File: src/hw/pulse_shape_pkg.sv
package pulse_shape_pkg;

	// Sample formats
	typedef logic signed [17:0] sample_t;
	typedef logic signed [18:0] pair_sum_t;
	typedef logic signed [36:0] product_t;
	typedef logic signed [17:0] coeff_t;

	// Filter geometry
	localparam int NUM_TAPS = 105;
	localparam int NUM_PAIRS = (NUM_TAPS - 1) / 2;
	localparam int NUM_PRODUCTS = NUM_PAIRS + 1;

	// Symbol levels on the 1s17 scale
	localparam int LEVEL_STEP = 32768;
	localparam int LEVEL_SHIFT = $clog2(LEVEL_STEP);
	localparam int MAX_LEVELS = 6;

	// Bits dropped from each full product before the adder chain
	localparam int PRODUCT_SHIFT = 18;

	// Signed count of level steps held in a pair sum
	typedef logic signed [$bits(pair_sum_t)-LEVEL_SHIFT-1:0] level_t;

	// Index 0 is the outermost pair, the last entry is the centre tap
	localparam coeff_t COEFFS [NUM_PRODUCTS] = '{
		-619,
		-401,
		147,
		672,
		790,
		354,
		-404,
		-992,
		-969,
		-259,
		740,
		1375,
		1153,
		104,
		-1170,
		-1828,
		-1337,
		130,
		1716,
		2366,
		1518,
		-465,
		-2409,
		-3011,
		-1690,
		936,
		3300,
		3800,
		1850,
		-1598,
		-4475,
		-4801,
		-1993,
		2553,
		6099,
		6150,
		2116,
		-4008,
		-8528,
		-8159,
		-2216,
		6470,
		12693,
		11699,
		2289,
		-11610,
		-22018,
		-20455,
		-2333,
		30008,
		67374,
		97118,
		// Centre
		108441
	};

endpackage

File: src/hw/tap_accumulator.sv
`timescale 1ns/1ns

module tap_accumulator
	import pulse_shape_pkg::*;
(
	input  logic    clk,
	input  logic    reset,
	input  logic    load,
	input  sample_t products [NUM_PRODUCTS],
	output sample_t out_sample
);

	// Running sums along the chain, wrapping at 18 bits
	sample_t chain [NUM_PRODUCTS];

	always_comb
	begin
		chain[0] = products[0];
		for (int i = 1; i < NUM_PRODUCTS; i++)
			chain[i] = chain[i-1] + products[i];
	end

	always_ff @(posedge clk or posedge reset)
	begin
		if (reset)
			out_sample <= '0;
		else if (load)
			out_sample <= chain[NUM_PRODUCTS-1];
	end

endmodule

File: config.mk
export PLATFORM = sky130hd
export DESIGN_NAME = tap_accumulator
export DESIGN_NICKNAME = d
export VERILOG_FILES = /design/src/hw/pulse_shape_pkg.sv /design/src/hw/tap_accumulator.sv
export SDC_FILE = /design/constraint.sdc
export NUM_CORES = 1
export LEC_CHECK = 0
export BUFFER_PORTS_ARGS = -buffer_cell sky130_fd_sc_hd__buf_2
export CORE_AREA = 10 10 368 370
export CTS_BUF_LIST = sky130_fd_sc_hd__clkbuf_16
export CTS_CLUSTER_SIZE = 20
export DETAILED_ROUTE_END_ITERATION = 7
export DIE_AREA = 0 0 378 380
export GPL_TIMING_DRIVEN = 0
export PLACE_DENSITY_LB_ADDON = 0.12
export SYNTH_ARGS = -nofsm -noshare
export SYNTH_HDL_FRONTEND = slang
export SYNTH_SLANG_ARGS = --single-unit
File: constraint.sdc
create_clock -name clk -period 1.1 [get_ports clk]
set_input_delay 0.055 -clock clk [delete_from_list [all_inputs] [get_ports clk]]
set_output_delay 0.055 -clock clk [all_outputs]
set_load 0.01 [all_outputs]
==> results.md <==
- Crit path arrival time: between 6 and 7 ns
- Antenna-violating nets left: 0
- CP top delay family: adder cells
- Setup_tns: -88.49 ns
- Ranking of synthesized cells by area: fa_1 (71%), inv_1 (18%), xnor2_1 (3.5%), ha_1 (2.4%), dfrtp_1 (1.9%)
- DRT Wirelength: about 100000 um
- Fin crit period: a little under 7 ns
- Mapped Nets: 4014
- Die height: between 300 and 400 um
- R2R Path End: out_sample[16]
- Later-pin clock latency in the skew report: roughly 0.25 ns
- Final setup violation count: 18
- Initial antenna violation count: 64
- Period utilization: 6.211
- Sequential element share of the synthesized area: 0.01943
- Critical path destination: out_sample[16]
- TritonCTS Buffers: 3
- Dpl hpwl: 104900 um
- Largest net degree at the start of global routing: 19
- R2R Setup Slk: 0.26 ns
- Max-slew violations: 0
- Synth top area share: 0.7081
- Post-synth top area cell: fa_1
- Setup crit start kind: primary input
- Synth warnings: 0
- Fin util: 0.2400
- Worst path slowest cell: fa_1
- Clk sinks: 18
- Fraction of layout cells with a size suffix above 1: 0.3473
- Crit Path Class: in2reg
- TritonCTS clock tree: done
- Fmax: 146.4 MHz
- Most frequent CP cell: fa_1
- Vias in the first global route: 20890
- Syn avg cell area: approximately 11 um2
- Die area: 143600 um2
- Top reg by flops: out_sample
- Worst-Margin Slew: about 0.55 ns
- Launch point of the worst reg-to-reg path: out_sample[16]
- DR DRC count: 0
- Hold_ws: ~0.15 ns
- Distinct cells, synth: 31
- Violated checks: setup timing
- Biggest regs: out_sample (18)
- CTS clk-pin slew, worst paths: ~0.06 ns
- Normalized max-slew margin: 0.6333
- CP Buf/Inv Count: 8
- Gpl congestion: about 0.83
- Die width: between 300 and 400 um
- RSZ-0062 raised after global routing: yes
- Number of vias per cell: around 3.4
- First-pass GRT wire length: 148400 um
- Worst Path Required: 1.24 ns
- DR iter-0 viols: roughly 320
- Routed wire per std cell: 21.35 um
- Final hold violation count: 0
- Max_cap viols: 0
- Area growth syn-to-layout: 33.00%
- I/O pin total: between 900 and 1000
- Synth Cell Area: 23180 um2
- # rows: approximately 130
- Tot GR Track Use: 0.1452
- Gr ovfl total: 0
- CTS H-tree depth: 1
- Net count, final: roughly 5000
- Setup crit end kind: register
- Clock skew: 0 ns
- Root Driver: clkbuf_16
- Crit path from: products[760]
- Max Root-Sink Buffers: 2
- Worst setup margin: -5.732 ns
- Status: finished, violations left
- Synth Instances: 2193
- Initial Util: 0.1804
- Hold Path Class: in2reg
- Seq cells post-synth: 18
- Crit Path Max Fanout: 3
- Vias: 16440
- DR pass1 iterations: 4
- Max reg flops: 18
- IO buf count: approximately 970
- Worst reg-to-reg path cell count: 1
- Core ar.: about 130000 um2
- Slowest stage delay, CP: ~0.57 ns
- Critical path depth: 26
## layer usage
layer / vias up / part of all wire / GRT usage
li1: 7567 / - / -
met1: 8158 / 0.30 / 0.1390
met3: 98 / 0.075 / 0.03350
met2: 574 / 0.61 / 0.3148
met4: 42 / 0.0078 / 0.006489
met5: - / 0.0024 / 0
## layout make-up
class / instances / area [um2]
repair buffers: 985 / 5037
inverters: 1132 / 4275
well taps: 1675 / 2096
multi-input cells: 1041 / 18820
clock buffers: 3 / 75.07
clock inverters: 1 / 3.754
fillers: 14390 / 97660
plain buffers: 2 / 22.52
flip-flops and latches: 18 / 450.4
diodes: 20 / 50.05
## metrics by stage
| step | cell area [um2] | std cells | setup WS [ns] |
|---|---|---|---|
| after floorplan | 23260 | 2193 | -5.516 |
| after global placement | 30230 | 4841 | -6.411 |
| after detailed placement | 30230 | 4841 | -6.425 |
| after CTS | 30640 | 4855 | -5.851 |
| after global routing | 30810 | 4868 | -6.002 |
| final | 30830 | 4877 | -5.732 |
## cells by family (layout without fill, tap and decap cells)
| kind of cell | Yosys count | in the layout | synth area share |
|---|---|---|---|
| AOI/OAI and AO/OA | 31 | 31 | 0.01063 |
| adders and majority gates | 864 | 864 | 0.7319 |
| other | 0 | 20 | 0 |
| DFF | 18 | 18 | 0.01943 |
| and+or+nand+nor | 22 | 22 | 0.004210 |
| xor gates and xnor gates | 111 | 111 | 0.04312 |
| buffers and inverters | 1134 | 2123 | 0.1843 |
| muxes | 13 | 13 | 0.006477 |
## cell usage after synthesis
master and instances:
a21oi_1 6, xnor2_1 93, o21a_1 2, inv_1 1132, a211oi_1 3, a221o_1 3
mux2_2 12, nor2b_1 1, xnor3_1 2, nand3_1 1, o21bai_1 1, nand2_1 9
buf_6 2, fa_1 820, o21ai_0 1, xor2_1 16, a2111oi_2 1, and3_1 1
o31ai_1 2, a31oi_4 1, o311ai_0 1, and2b_1 1, mux2_4 1, o21ai_1 1
nor3b_1 1, ha_1 44, a21o_1 8, nor2_1 7, nor3_1 1, o21bai_2 1
dfrtp_1 18
## timing repair
item / CTS / global route
pin swaps: 62 / 51
hold endpoints to repair: 18 / 0
resized for setup: 63 / 48
hold buffers: 1 / 0
buffers inserted: 9 / 6
endpoints found under the setup margin: 18 / 36
## layout by cell type (no fill, tap or decap), types with 4 or more instances in the layout
cell        n
inv_1    1089
buf_2     964
fa_1      792
xnor2_1    89
inv_2      37
ha_1       35
fa_2       28
diode_2    20
dfrtp_1    18
xor2_1     15
buf_6      14
mux2_4      9
nand2_1     9
ha_4        9
a21o_1      8
buf_4       7
nor2_1      5
a21oi_2     4
mux2_2      4
## how the worst min path moves through the flow
stage,startpoint,endpoint,cells after the start
after floorplan,reset,out_sample[0],1
after global placement,reset,out_sample[17],2
after detailed placement,reset,out_sample[13],2
after CTS,load,out_sample[1],2
after global routing,load,out_sample[1],2
final,load,out_sample[1],2
Power is left out: the tool's default activity adds up to more than one toggle a clock period on the data nets, which glitch-free logic cannot reach.
