==> src/hw/pulse_shape_pkg.sv <==
package pulse_shape_pkg;

	// Sample formats
	typedef logic signed [17:0] sample_t;
	typedef logic signed [18:0] pair_sum_t;
	typedef logic signed [36:0] product_t;
	typedef logic signed [17:0] coeff_t;

	// Filter geometry
	localparam int NUM_TAPS = 105;
	localparam int NUM_PAIRS = (NUM_TAPS - 1) / 2;
	localparam int NUM_PRODUCTS = NUM_PAIRS + 1;

	// Symbol levels on the 1s17 scale
	localparam int LEVEL_STEP = 32768;
	localparam int LEVEL_SHIFT = $clog2(LEVEL_STEP);
	localparam int MAX_LEVELS = 6;

	// Bits dropped from each full product before the adder chain
	localparam int PRODUCT_SHIFT = 18;

	// Signed count of level steps held in a pair sum
	typedef logic signed [$bits(pair_sum_t)-LEVEL_SHIFT-1:0] level_t;

	// Index 0 is the outermost pair, the last entry is the centre tap
	localparam coeff_t COEFFS [NUM_PRODUCTS] = '{
		-619,
		-401,
		147,
		672,
		790,
		354,
		-404,
		-992,
		-969,
		-259,
		740,
		1375,
		1153,
		104,
		-1170,
		-1828,
		-1337,
		130,
		1716,
		2366,
		1518,
		-465,
		-2409,
		-3011,
		-1690,
		936,
		3300,
		3800,
		1850,
		-1598,
		-4475,
		-4801,
		-1993,
		2553,
		6099,
		6150,
		2116,
		-4008,
		-8528,
		-8159,
		-2216,
		6470,
		12693,
		11699,
		2289,
		-11610,
		-22018,
		-20455,
		-2333,
		30008,
		67374,
		97118,
		// Centre
		108441
	};

endpackage

==> src/hw/level_product_bank.sv <==
`timescale 1ns/1ns

module level_product_bank
	import pulse_shape_pkg::*;
(
	input  logic      clk,
	input  logic      reset,
	input  logic      load,
	input  pair_sum_t pair_sums [NUM_PRODUCTS],
	output sample_t   products [NUM_PRODUCTS]
);

	level_t                  levels [NUM_PRODUCTS];
	logic [NUM_PRODUCTS-1:0] on_grid;
	product_t                full_products [NUM_PRODUCTS];
	sample_t                 trunc_products [NUM_PRODUCTS];

	// A pair sum is a whole number of level steps; anything else maps to zero
	always_comb
	begin
		for (int i = 0; i < NUM_PRODUCTS; i++)
		begin
			levels[i] = level_t'(pair_sums[i] >>> LEVEL_SHIFT);
			on_grid[i] = (pair_sums[i][LEVEL_SHIFT-1:0] == '0) &&
				(levels[i] <= MAX_LEVELS) && (levels[i] >= -MAX_LEVELS);
		end
	end

	// Coefficient times level count, scaled back up by one level step
	always_comb
	begin
		for (int i = 0; i < NUM_PRODUCTS; i++)
		begin
			if (on_grid[i])
				full_products[i] = (product_t'(COEFFS[i]) * product_t'(levels[i]))
					<<< LEVEL_SHIFT;
			else
				full_products[i] = '0;
		end
	end

	// Keep the upper bits below the guard bit
	always_comb
	begin
		for (int i = 0; i < NUM_PRODUCTS; i++)
			trunc_products[i] = sample_t'(full_products[i] >>> PRODUCT_SHIFT);
	end

	always_ff @(posedge clk or posedge reset)
	begin
		if (reset)
		begin
			for (int i = 0; i < NUM_PRODUCTS; i++)
				products[i] <= '0;
		end
		else if (load)
		begin
			for (int i = 0; i < NUM_PRODUCTS; i++)
				products[i] <= trunc_products[i];
		end
	end

endmodule

==> config.mk <==
export PLATFORM = sky130hd
export DESIGN_NAME = level_product_bank
export DESIGN_NICKNAME = d
export VERILOG_FILES = /design/src/hw/pulse_shape_pkg.sv /design/src/hw/level_product_bank.sv
export SDC_FILE = /design/constraint.sdc
export NUM_CORES = 2
export LEC_CHECK = 0
export ABC_CLOCK_PERIOD_IN_PS = 43700
export BUFFER_PORTS_ARGS = -buffer_cell sky130_fd_sc_hd__buf_2
export CAP_MARGIN = 40
export CORE_AREA = 2 2 770 772
export DETAILED_ROUTE_END_ITERATION = 7
export DIE_AREA = 0 0 772 774
export PLACE_DENSITY = 0.3
export SLEW_MARGIN = 25
export SYNTH_ARGS = -nofsm -noshare
export SYNTH_HDL_FRONTEND = slang
export SYNTH_SLANG_ARGS = --single-unit
==> constraint.sdc <==
create_clock -name clk -period 43.7 [get_ports clk]
set_input_delay 4.37 -clock clk [delete_from_list [all_inputs] [get_ports clk]]
set_output_delay 4.37 -clock clk [all_outputs]
set_load 0.01 [all_outputs]
==> impl_metrics.json <==
{
  "power.leakage_nw": 45.1,
  "min_to": "products[780]",
  "cp_max_fo": 52,
  "min_path_type": "flip-flop to flip-flop",
  "viasPerCell": 3.47,
  "reg2reg_depth": 1,
  "path_clk_slew_ns": 0.06,
  "critPathArrivalTime_ns": 8.60,
  "area_growth_pct": 31.7,
  "cts-resized-gates": 0,
  "outcome": "finished clean",
  "synth_edf_count": 0,
  "overflow": 0,
  "cts_made_buffers": 112,
  "die_area_sq_mm": 0.598,
  "ant_nets": 0,
  "cp.required_ns": 44.61,
  "grt_pass1_vias": 60018,
  "wl_met3_um": 25800,
  "rr_startpoint": "products[736]",
  "drtIter0Drc": 2264,
  "max_freq_mhz": 130,
  "period_share": 0.176,
  "cts.path.max_buffers": 4,
  "die_x_um": 772,
  "grt_pass1_wl_um": 466000,
  "grt_usage": 0.108,
  "clk_latency_ns": 0.84,
  "criticalPathCategory": "input pin to async pin",
  "holdPathStages": 1,
  "hold_violations": 0,
  "hold_buffers": 0,
  "ys.flop_type": "dfrtp_1",
  "cts_tree": "built",
  "r2r_slack_ns": 42.56,
  "maxCapViolations": 0,
  "met1Wirelength_um": 137000,
  "ios": 1964,
  "rows": 282,
  "worst_r2r_endpoint": "products[736]",
  "drt_pre_antenna_iters": 6,
  "wl_per_cell_um": 20.3,
  "drive_gt1_frac": 0.262,
  "dr.max_layer_used": "met5",
  "start_util": 0.116,
  "ys_seq_area_frac": 0.259,
  "period_minus_slack_ns": 7.68,
  "slew_viol_final": 0,
  "ys_async_sr_fraction": 1.00,
  "reg_top3": "products (709)",
  "hpwl_um": 286000,
  "post-route-drc-count": 0,
  "critPathCaptureType": "async pin",
  "layout_common_cells": "buf_2, ha_1, inv_1",
  "rsz0062_at_grt": "false",
  "worstMarginPinSlew_ns": 0.934,
  "syn-instance-count": 6822,
  "yosysWarnings": 0,
  "clock_sinks": 709,
  "whs_ns": 0.478,
  "setup_violations": 0,
  "largest_reg_flops": 709,
  "grt_max_degree": 112,
  "route.met2.wl_um": 162000,
  "cts.htree.levels": 3,
  "startpoint_type": "input pin",
  "synth_area_sq_mm": 0.0684,
  "vias": 57174,
  "synth.ff_latch_count": 709,
  "setup_tns_ns": 0,
  "coreArea_sq_mm": 0.589,
  "numPortBuffers": 1958,
  "peakVddDrop_mv": 0.0398,
  "place.gp.congestion": 0.856,
  "die_y_um": 774,
  "grt_antenna_before_repair": 93,
  "wirelength_um": 335000,
  "fillers": 66745,
  "p_per_area_mw_per_mm2": 27.2,
  "clock_skew_ns": 0,
  "layout_commonest_cell": "buf_2",
  "stdcell_count": 16476,
  "relSlewSlack": 0.372,
  "hold_start": "products[780]",
  "dp.cells": 16238,
  "root_buffer": "clkbuf_16",
  "syn_avg_cell_area_sq_um": 10.0,
  "post_cts_buffers": 0,
  "regMostFlops": "products",
  "final_nets": 11208,
  "synth.distinct_cells": 88
}
worst max-delay path by stage:
stage,start,endpoint,slack (ns)
after floorplan,reset,products[0],19.44
after global placement,reset,products[509],34.76
after detailed placement,reset,products[48],34.81
after CTS,reset,products[36],35.81
after global routing,reset,products[312],35.43
final,reset,products[520],36.02
cell type report:
cell class / instances / area (sq um) / area share
clock inverter: 47 / 696 / 0.00772
timing repair buffer: 2012 / 10400 / 0.115
multi-input combinational: 4935 / 45300 / 0.503
antenna: 33 / 82.6 / 0.000917
tap: 7810 / 9770 / 0.108
sequential: 709 / 17700 / 0.197
inverter: 777 / 2940 / 0.0326
clock buffer: 153 / 3150 / 0.0349
cell families after synthesis:
| logic type | count (synthesis) | share of synthesized area |
|---|---|---|
| muxes | 14 | 0.00216 |
| AOI/OAI and AO/OA | 1530 | 0.167 |
| other | 1 | 0.0000548 |
| and+or+nand+nor | 1201 | 0.0959 |
| DFF | 709 | 0.259 |
| xor gates and xnor gates | 531 | 0.0680 |
| buffers and inverters | 1182 | 0.0792 |
| adders and majority gates | 1654 | 0.328 |
report_power, final:
part / leakage [nW] / total (mW) / internal (mW) / switching [mW]
clock network: 1.86 / 0.982 / 0.589 / 0.392
registers: 9.91 / 0.657 / 0.657 / 0.0000127
logic: 33.3 / 0.809 / 0.334 / 0.474
critical path: stages:
cell	delay (ns)
buf_2	0.13
inv_8	0.28
buf_16	0.31
buf_4	0.40
buf_4	0.58
buf_4	0.51
buf_4	0.46
buf_4	0.59
buf_4	0.64
per-layer routing:
layer / track usage / up-vias
met3: 0.0331 / 349
met2: 0.188 / 1673
met1: 0.127 / 27376
met4: 0.0300 / 30
li1: - / 27746
met5: 0 / -
Yosys cell counts, drive strengths merged, types with 55 or more instances:
cell / n / area [sq um]
ha: 1415 / 17700
inv: 775 / 2910
dfrtp: 709 / 17700
o2bb2ai: 556 / 4870
xnor2: 310 / 2720
a21oi: 288 / 1440
nor4: 285 / 1790
buf: 268 / 1990
fa: 236 / 4720
nand2: 236 / 886
xor2: 221 / 1940
nor2: 163 / 612
o21ai: 143 / 716
clkbuf: 137 / 514
a22o: 109 / 955
a21o: 103 / 773
nor2b: 83 / 519
nor3: 57 / 300
nand4: 55 / 344
metrics by stage:
| stage | setup slack [ns] | area, sq um | power (mW) | util |
|---|---|---|---|---|
| 3_5_place_dp | 34.81 | 86100 | 1.49 | 0.146 |
| 6_report | 36.02 | 90100 | 2.45 | 0.153 |
| 4_1_cts | 35.81 | 89900 | 2.52 | 0.153 |
| 2_1_floorplan | 19.44 | 68400 | 1.21 | - |
| 3_3_place_gp | 34.76 | 85900 | 1.50 | 0.146 |
| 5_1_grt | 35.43 | 90000 | 2.63 | 0.153 |
Note: power is estimated with default switching activity, not from simulation.
