[src/hw/filter_control.sv]
`timescale 1ns/1ns

module filter_control (
	input  logic clk,
	input  logic reset,
	input  logic in_valid,
	input  logic out_ready,
	output logic in_ready,
	output logic out_valid,
	output logic shift,
	output logic prod_load,
	output logic sum_load
);

	logic advance;
	// Fresh sample in the delay line but not yet in the product registers
	logic tap_valid;
	logic prod_valid;

	// Whole pipeline moves together unless a result is waiting on the sink
	assign advance = !out_valid || out_ready;

	assign in_ready = advance;
	assign shift = in_valid && in_ready;
	assign prod_load = advance;
	assign sum_load = advance;

	always_ff @(posedge clk or posedge reset)
	begin
		if (reset)
		begin
			tap_valid <= 1'b0;
			prod_valid <= 1'b0;
			out_valid <= 1'b0;
		end
		else if (advance)
		begin
			tap_valid <= shift;
			prod_valid <= tap_valid;
			out_valid <= prod_valid;
		end
	end

	// A stalled result stays offered until the sink takes it
	stall_holds_valid: assert property (@(posedge clk) disable iff (reset)
		out_valid && !out_ready |=> out_valid);

	// A refused sample stays offered by the source
	source_holds_valid: assert property (@(posedge clk) disable iff (reset)
		in_valid && !in_ready |=> in_valid);

endmodule

[config.mk]
export PLATFORM = sky130hd
export DESIGN_NAME = filter_control
export DESIGN_NICKNAME = d
export VERILOG_FILES = /design/src/hw/filter_control.sv
export SDC_FILE = /design/constraint.sdc
export NUM_CORES = 1
export LEC_CHECK = 0
export BUFFER_PORTS_ARGS = -buffer_cell sky130_fd_sc_hd__clkbuf_2
export CAP_MARGIN = 20
export CORE_AREA = 2 2 39 41
export CTS_BUF_LIST = sky130_fd_sc_hd__clkbuf_8
export DETAILED_ROUTE_END_ITERATION = 16
export DIE_AREA = 0 0 41 43
export GPL_TIMING_DRIVEN = 0
export PLACE_DENSITY_LB_ADDON = 0.1
export SLEW_MARGIN = 20
export SYNTH_ARGS = -nofsm -noshare
export SYNTH_HDL_FRONTEND = slang
export SYNTH_SLANG_ARGS = --single-unit
[constraint.sdc]
create_clock -name clk -period 1.6 [get_ports clk]
set_clock_uncertainty 0.1 [all_clocks]
set_input_delay 0.16 -clock clk [delete_from_list [all_inputs] [get_ports clk]]
set_output_delay 0.16 -clock clk [all_outputs]
set_load 0.01 [all_outputs]
==> impl_metrics.ini, run 1 <==
[drt]
drt-total-wl_um = 330
wire_per_inst_um = 8.25
drtIter0Drc = 0
vias = 112
drc = 0
first_pass_iters = 1
viasPerCell = 2.80
antenna_left = 0

[pwr]
switching_share = 0.247
cellPowerDensity_nw_per_um2 = 1600
pwr-share-comb = 0.246
intPower_uw = 323
peakVddDrop_uv = 370
power_leakage_nw = 0.146
seqPwrFrac = 0.264
p_clk_frac = 0.491
p_sw_uw = 106
power.total_uw = 429

[finish]
area_growth_pct = 75.4
fin_nets = 29
layout-drive-gt1-share = 0.708
final_common_cell = clkbuf_2
antennaDiodeCount = 0
final_cell_mix = clkbuf_2, clkbuf_8, dfrtp_1
postLayoutCellArea_um2 = 268
layout.cells.non_filler = 40

[critical_path]
slowest_stage = dfrtp_1
crit_type = register to primary output
slowest_delay_ns = 0.39
cp.arrival_ns = 1.01
start_kind = register
cp_max_fo = 7
path_delay_family = flip-flops
cp-end-kind = primary output
worstPathCellList = nand2b_4, and2_2, clkbuf_2
crit_buf_inv = 1
r2r-start = out_valid$_DFFE_PP0P_
crit_start = out_valid$_DFFE_PP0P_
cp.required_ns = 1.34

[grt]
grt_use_total = 0.0562
antenna_found_initial = 0
grt_pass1_vias = 127
grt_max_degree = 8
grt_pass1_wl_um = 558
globalRouteOverflowTotal = 0

[logic_synthesis]
yosysUniqueCellTypes = 7
yosys_warnings = 0
synth.avg_cell_area_um2 = 13.9
ys_ff_latch = 3
yosysSeqAreaShare = 0.492
synth_nets = 15
synth_top_cell_area_share = 0.492
synth.top_cells.by_area = dfrtp_1, mux2_4, buf_4
netlist_area_um2 = 153
synth_top_cell_by_area = dfrtp_1
postSynthCellCount = 11

[clock_network]
numCtsBuffers = 3
insertion_delay_ns = 0.21
cts_num_sinks = 3
cts_root_buffer = clkbuf_8
cts_tree = built
clk_pin_slew_ns = 0.03
ctsLongestPathBuffers = 2
cts-htree-levels = 1

[floorplan]
io_pins = 9
rows = 14
die_h_um = 43
start_util = 0.110
die_w_um = 41
dieArea_um2 = 1760
core_um2 = 1380

[sta]
worst_pin_slew_ns = 0.137
period_share = 0.796
slew_headroom = 0.908
rsz0062_at_grt = no
slew_violations = 0
final_hold_viol_count = 0
finalCriticalPeriod_ns = 1.27
setup_viol = 0
setup_tns_ns = 0
timing.fmax_mhz = 785

[placed_design]
gp_congestion = 0.588
dpl-instance-area_um2 = 213
dp.cells = 35
numPortBuffers = 8
dp_hpwl_um = 239

[hold_path]
holdCritStartpoint = in_valid
hp-class = primary input to register

[job]
maxCapViolCount = 0

[run_status]
status = finished clean
## synth_stat cells, drive strengths merged
master / count
buf: 2
and2: 1
inv: 1
or2b: 1
mux2: 2
dfrtp: 3
nand2b: 1
## final cells by class
type,count,area (um2)
fill,151,1120
buffer,2,15.0
timing repair buffer,9,50.0
sequential,3,75.1
tap,16,20.0
inverter,1,3.75
multi-input combinational,5,58.8
clock buffer,3,41.3
clock inverter,1,3.75
## flip-flops by register name (all words and copies together), names as in the netlist
| signal | cells |
|---|---|
| out_valid | 1 |
| prod_valid | 1 |
| tap_valid | 1 |
## cells by family (layout without fill, tap and decap cells)
family / after synthesis / after routing / share of synthesized area
flops: 3 / 3 / 0.492
simple gates: 3 / 3 / 0.189
buf+inv: 3 / 16 / 0.123
mux: 2 / 2 / 0.197
## stage by stage
step                      hold slack, ns   util  setup WS, ns
after floorplan                   -0.186      -         0.529
after global placement           -0.0793  0.154         0.554
after detailed placement         -0.0830  0.154         0.533
after CTS                         0.0846  0.193         0.297
after global routing              0.0988  0.193         0.268
final                             0.0898  0.193         0.326
## power by group through the flow
| stage | Sequential, mW | Clock, mW | Combinational [mW] |
|---|---|---|---|
| after floorplan | 0.114 | 0 | 0.0678 |
| after global placement | 0.113 | 0 | 0.105 |
| after detailed placement | 0.114 | 0 | 0.106 |
| after CTS | 0.114 | 0.218 | 0.109 |
| after global routing | 0.116 | 0.228 | 0.117 |
| final | 0.113 | 0.211 | 0.106 |
## what timing repair did
| item | 4_1_cts | 5_1_grt |
|---|---|---|
| resized for setup | 0 | 0 |
| hold endpoints to repair | 3 | 0 |
| hold buffers | 1 | 0 |
| setup buffers | 0 | 0 |
## path summary, 6_finish.rpt
path / cells after the start / slack [ns] / to
worst max-delay path: 3 / 0.33 / shift
worst min-delay path: 2 / 0.09 / tap_valid$_DFFE_PP0P_
worst max register to register: 2 / 0.56 / tap_valid$_DFFE_PP0P_
worst min register to register: 1 / 0.38 / out_valid$_DFFE_PP0P_
max in group asynchronous: 3 / 1.01 / out_valid$_DFFE_PP0P_
min in group asynchronous: 3 / 0.25 / prod_valid$_DFFE_PP0P_
## metal layers
metal  wire (um)  up-vias  track usage  part of all wire
met2         146        5       0.0625              0.44
met5           0        -            0                 0
li1            -       57            -                 -
met3          34        2       0.0471              0.10
met4           8        0       0.0600             0.024
met1         141       48       0.0579              0.43
Power figures use the tool's default switching activity.
==> inputs of run 2 (changes only) <==
==> constraint.sdc (replaced) <==
create_clock -name clk -period 1.3 [get_ports clk]
set_clock_uncertainty 0.1 [all_clocks]
set_input_delay 0.13 -clock clk [delete_from_list [all_inputs] [get_ports clk]]
set_output_delay 0.13 -clock clk [all_outputs]
set_load 0.01 [all_outputs]
==> run 2 against run 1 <==
- clock power up 23%
- setup slack worse by 0.24 ns
- power up 25%
- first-iteration DRC count unchanged
- register-to-register slack worse by 0.40 ns
- sequential share of layout area down 0.76 points
- final cell count up 2.5%
- critical path depth unchanged
- global-route usage unchanged
- sequential power up 23%
- worst hold slack worse by 0.030 ns
- via count up 1.8%
==> impl_metrics.ini, run 2 (synthesis results as in run 1) <==
[grt]
globalRouteOverflowTotal = 0
grt_pass1_wl_um = 558
grt_use_total = 0.0562
antenna_found_initial = 0
grt_max_degree = 8
grt_pass1_vias = 127

[sta]
period_share = 0.937
slew_headroom = 0.908
timing.fmax_mhz = 821
setup_tns_ns = 0
setup_viol = 0
worst_pin_slew_ns = 0.137
finalCriticalPeriod_ns = 1.22
final_hold_viol_count = 0
slew_violations = 0
rsz0062_at_grt = no

[drt]
wire_per_inst_um = 8.27
drc = 0
first_pass_iters = 1
viasPerCell = 2.78
drtIter0Drc = 0
drt-total-wl_um = 339
vias = 114
antenna_left = 0

[finish]
final_common_cell = clkbuf_2
top_regs = out_valid (1), prod_valid (1), tap_valid (1)
final_util = 0.199
antennaDiodeCount = 0
layout.cells.non_filler = 41
fillers = 151
fin_nets = 30
area_growth_pct = 80.3
layout-drive-gt1-share = 0.720
final_cell_mix = clkbuf_2, buf_4, clkbuf_8, dfrtp_1

[clock_network]
cts_root_buffer = clkbuf_8
cts_tree = built
cts-htree-levels = 1
cts_num_sinks = 3
insertion_delay_ns = 0.21
ctsLongestPathBuffers = 2
numCtsBuffers = 3
clk_pin_slew_ns = 0.03

[critical_path]
crit_start = out_valid$_DFFE_PP0P_
cp.required_ns = 1.07
crit_type = register to primary output
r2r-start = out_valid$_DFFE_PP0P_
cp_max_fo = 5
start_kind = register
cp-end-kind = primary output
cp.arrival_ns = 0.99

[hold_path]
holdCritStartpoint = in_valid
hp-class = primary input to register

[pwr]
cellPowerDensity_nw_per_um2 = 1950
power_leakage_nw = 0.151
peakVddDrop_uv = 457

[floorplan]
core_um2 = 1380
die_h_um = 43
rows = 14
die_w_um = 41
dieArea_um2 = 1760
start_util = 0.110
io_pins = 9

[placed_design]
dp_hpwl_um = 239
numPortBuffers = 8
dp.cells = 35
gp_congestion = 0.588

[job]
maxCapViolCount = 0

[run_status]
status = finished clean
[run 2: stage by stage]
stage	instance area [um2]	hold WS (ns)	setup WS (ns)	power (mW)
6_report	275	0.0596	0.0824	0.537
5_1_grt	275	0.0688	0.0294	0.577
4_1_cts	268	0.0546	0.0272	0.543
3_5_place_dp	213	-0.113	0.244	0.271
3_3_place_gp	213	-0.109	0.261	0.269
2_1_floorplan	153	-0.216	0.229	0.224
[run 2: layout make-up]
| cell class | instances | area (um2) | area share |
|---|---|---|---|
| Timing Repair Buffer | 10 | 57.6 | 0.209 |
| Clock buffer | 3 | 41.3 | 0.150 |
| Tap cell | 16 | 20.0 | 0.0727 |
| Multi-Input combinational cell | 5 | 58.8 | 0.214 |
| Buffer | 2 | 15.0 | 0.0545 |
| Sequential cell | 3 | 75.1 | 0.273 |
| Clock inverter | 1 | 3.75 | 0.0136 |
| Inverter | 1 | 3.75 | 0.0136 |
[run 2: power breakdown]
| part | internal [mW] | leakage (nW) | total (mW) | switching (mW) |
|---|---|---|---|---|
| registers | 0.120 | 0.0341 | 0.139 | 0.0196 |
| clock network | 0.201 | 0.0269 | 0.259 | 0.0585 |
| logic | 0.0843 | 0.0897 | 0.139 | 0.0543 |
| total | 0.405 | 0.151 | 0.537 | 0.132 |
[run 2: critical path, stage by stage, from the launching register on]
cell	delay, ns
dfrtp_1	0.39
nand2b_4	0.08
and2_2	0.19
clkbuf_2	0.12
[run 2: timing repair]
action                                  in CTS  in global routing
setup buffers                                0                  1
endpoints found under the hold margin        3                  0
hold buffers                                 1                  0
resized for setup                            0                  0
endpoints found under the setup margin       0                  1
[run 2: final timing paths]
check                           cells past startpoint                      to  slack, ns
worst max-delay path                                3                   shift       0.08
worst min-delay path                                2   tap_valid$_DFFE_PP0P_       0.06
worst max register to register                      3   tap_valid$_DFFE_PP0P_       0.16
worst min register to register                      1   out_valid$_DFFE_PP0P_       0.38
max in group asynchronous                           3   out_valid$_DFFE_PP0P_       0.74
min in group asynchronous                           3  prod_valid$_DFFE_PP0P_       0.22
[run 2: routing by layer]
metal | share of wire | vias up | GRT usage
li1 | - | 59 | -
met1 | 0.47 | 48 | 0.0579
met2 | 0.41 | 5 | 0.0625
met3 | 0.10 | 2 | 0.0471
met4 | 0.024 | 0 | 0.0600
met5 | 0 | - | 0
==> inputs of run 3 (changes only) <==
--- a/config.mk
+++ b/config.mk
@@ -8,7 +8,7 @@
 export BUFFER_PORTS_ARGS = -buffer_cell sky130_fd_sc_hd__clkbuf_2
 export CAP_MARGIN = 20
 export CORE_AREA = 2 2 39 41
-export CTS_BUF_LIST = sky130_fd_sc_hd__clkbuf_8
+export CTS_BUF_LIST = sky130_fd_sc_hd__clkbuf_4 sky130_fd_sc_hd__clkbuf_8
 export DETAILED_ROUTE_END_ITERATION = 16
 export DIE_AREA = 0 0 41 43
 export GPL_TIMING_DRIVEN = 0
==> run 3 against run 2 <==
- via count is 1.8% higher
- sequential power hardly changed
- worst hold slack worse by 0.028 ns
- utilization is 1.1 points lower
- global-route usage is 0.20 points lower
- setup slack worse by 0.019 ns
==> impl_metrics.ini, run 3 (synthesis results as in run 1) <==
[drt]
drt-total-wl_um = 338
antenna_left = 0
wire_per_inst_um = 8.24
viasPerCell = 2.83
first_pass_iters = 1
vias = 116
drtIter0Drc = 0
drc = 0

[job]
maxCapViolCount = 0

[grt]
grt_pass1_wl_um = 538
antenna_found_initial = 0
grt_max_degree = 8
globalRouteOverflowTotal = 0
grt_pass1_vias = 122
grt_use_total = 0.0543

[sta]
slew_violations = 0
slew_headroom = 0.910
timing.fmax_mhz = 809
finalCriticalPeriod_ns = 1.24
rsz0062_at_grt = no
setup_tns_ns = 0
setup_viol = 0
worst_pin_slew_ns = 0.135
period_share = 0.951
whs_ns = 0.0315
final_hold_viol_count = 0

[floorplan]
die_h_um = 43
die_w_um = 41
rows = 14
core_um2 = 1380
dieArea_um2 = 1760
io_pins = 9
start_util = 0.110

[clock_network]
numCtsBuffers = 3
cts_root_buffer = clkbuf_4
ctsLongestPathBuffers = 2
cts-resized-gates = 0
cts-htree-levels = 1
clk_pin_slew_ns = 0.04
cts_num_sinks = 3
cts_tree = built
insertion_delay_ns = 0.24

[critical_path]
cp-end-kind = primary output
start_kind = register
crit_type = register to primary output
cp.required_ns = 1.07
crit_start = out_valid$_DFFE_PP0P_
r2r-start = out_valid$_DFFE_PP0P_
cp.arrival_ns = 1.01
cp_max_fo = 5

[pwr]
power_leakage_nw = 0.142
cellPowerDensity_nw_per_um2 = 1790
power.total_uw = 467
peakVddDrop_uv = 390

[finish]
layout-drive-gt1-share = 0.760
fin_nets = 30
top_regs = out_valid (1), prod_valid (1), tap_valid (1)
postLayoutCellArea_um2 = 260
antennaDiodeCount = 0
final_common_cell = clkbuf_2
final_cell_mix = clkbuf_2, clkbuf_4, buf_4, dfrtp_1, mux2_4
final_util = 0.188
area_growth_pct = 70.5

[placed_design]
dp_hpwl_um = 239
dpl-instance-area_um2 = 213
gp_congestion = 0.588
numPortBuffers = 8

[run_status]
status = finished clean

[hold_path]
hp-class = primary input to register
holdCritStartpoint = in_valid
==> run 3: cell count changes in the layout (fill, tap and decap cells not counted), sizes merged <==
cell / change
clkbuf: +1
inv: -1
==> run 3: worst paths after layout <==
check / to / slack, ns / depth (start not counted)
worst max-delay path: shift / 0.06 / 3
worst min-delay path: tap_valid$_DFFE_PP0P_ / 0.03 / 2
worst max register to register: prod_valid$_DFFE_PP0P_ / 0.17 / 3
worst min register to register: out_valid$_DFFE_PP0P_ / 0.38 / 1
max in group asynchronous: out_valid$_DFFE_PP0P_ / 0.77 / 3
min in group asynchronous: prod_valid$_DFFE_PP0P_ / 0.19 / 3
==> run 3: layout make-up <==
type                    instances  area, um2
well taps                      16       20.0
clock buffers                   4       30.0
fillers                       148       1120
inverters                       1       3.75
plain buffers                   2       15.0
flip-flops and latches          3       75.1
repair buffers                 10       57.6
multi-input cells               5       58.8
==> run 3: repair_timing <==
| action | CTS | global route |
|---|---|---|
| hold buffers | 1 | 0 |
| endpoints found under the setup margin | 0 | 1 |
| hold endpoints to repair | 3 | 0 |
| setup buffers | 0 | 1 |
==> run 3: worst max-delay path, stage by stage, from the launching register on <==
cell and delay, ns:
dfrtp_1 0.38, nand2b_4 0.08, and2_2 0.19, clkbuf_2 0.12
==> run 3: layer usage <==
layer	wire length, um	up-vias	track usage
met5	0	-	0
met4	0	0	0.0600
met3	33	0	0.0471
met2	151	5	0.0563
met1	153	52	0.0581
li1	-	59	-
==> run 3: stage by stage <==
step | cells | setup slack, ns
4_1_cts | 40 | 0.00456
2_1_floorplan | 11 | 0.229
6_report | 41 | 0.0636
5_1_grt | 41 | 0.0116
3_3_place_gp | 35 | 0.261
3_5_place_dp | 35 | 0.244
==> run 3: where the power goes <==
group | internal (mW) | switching [mW]
sequential | 0.119 | 0.0194
clock | 0.136 | 0.0534
combinational | 0.0843 | 0.0541
total | 0.340 | 0.127
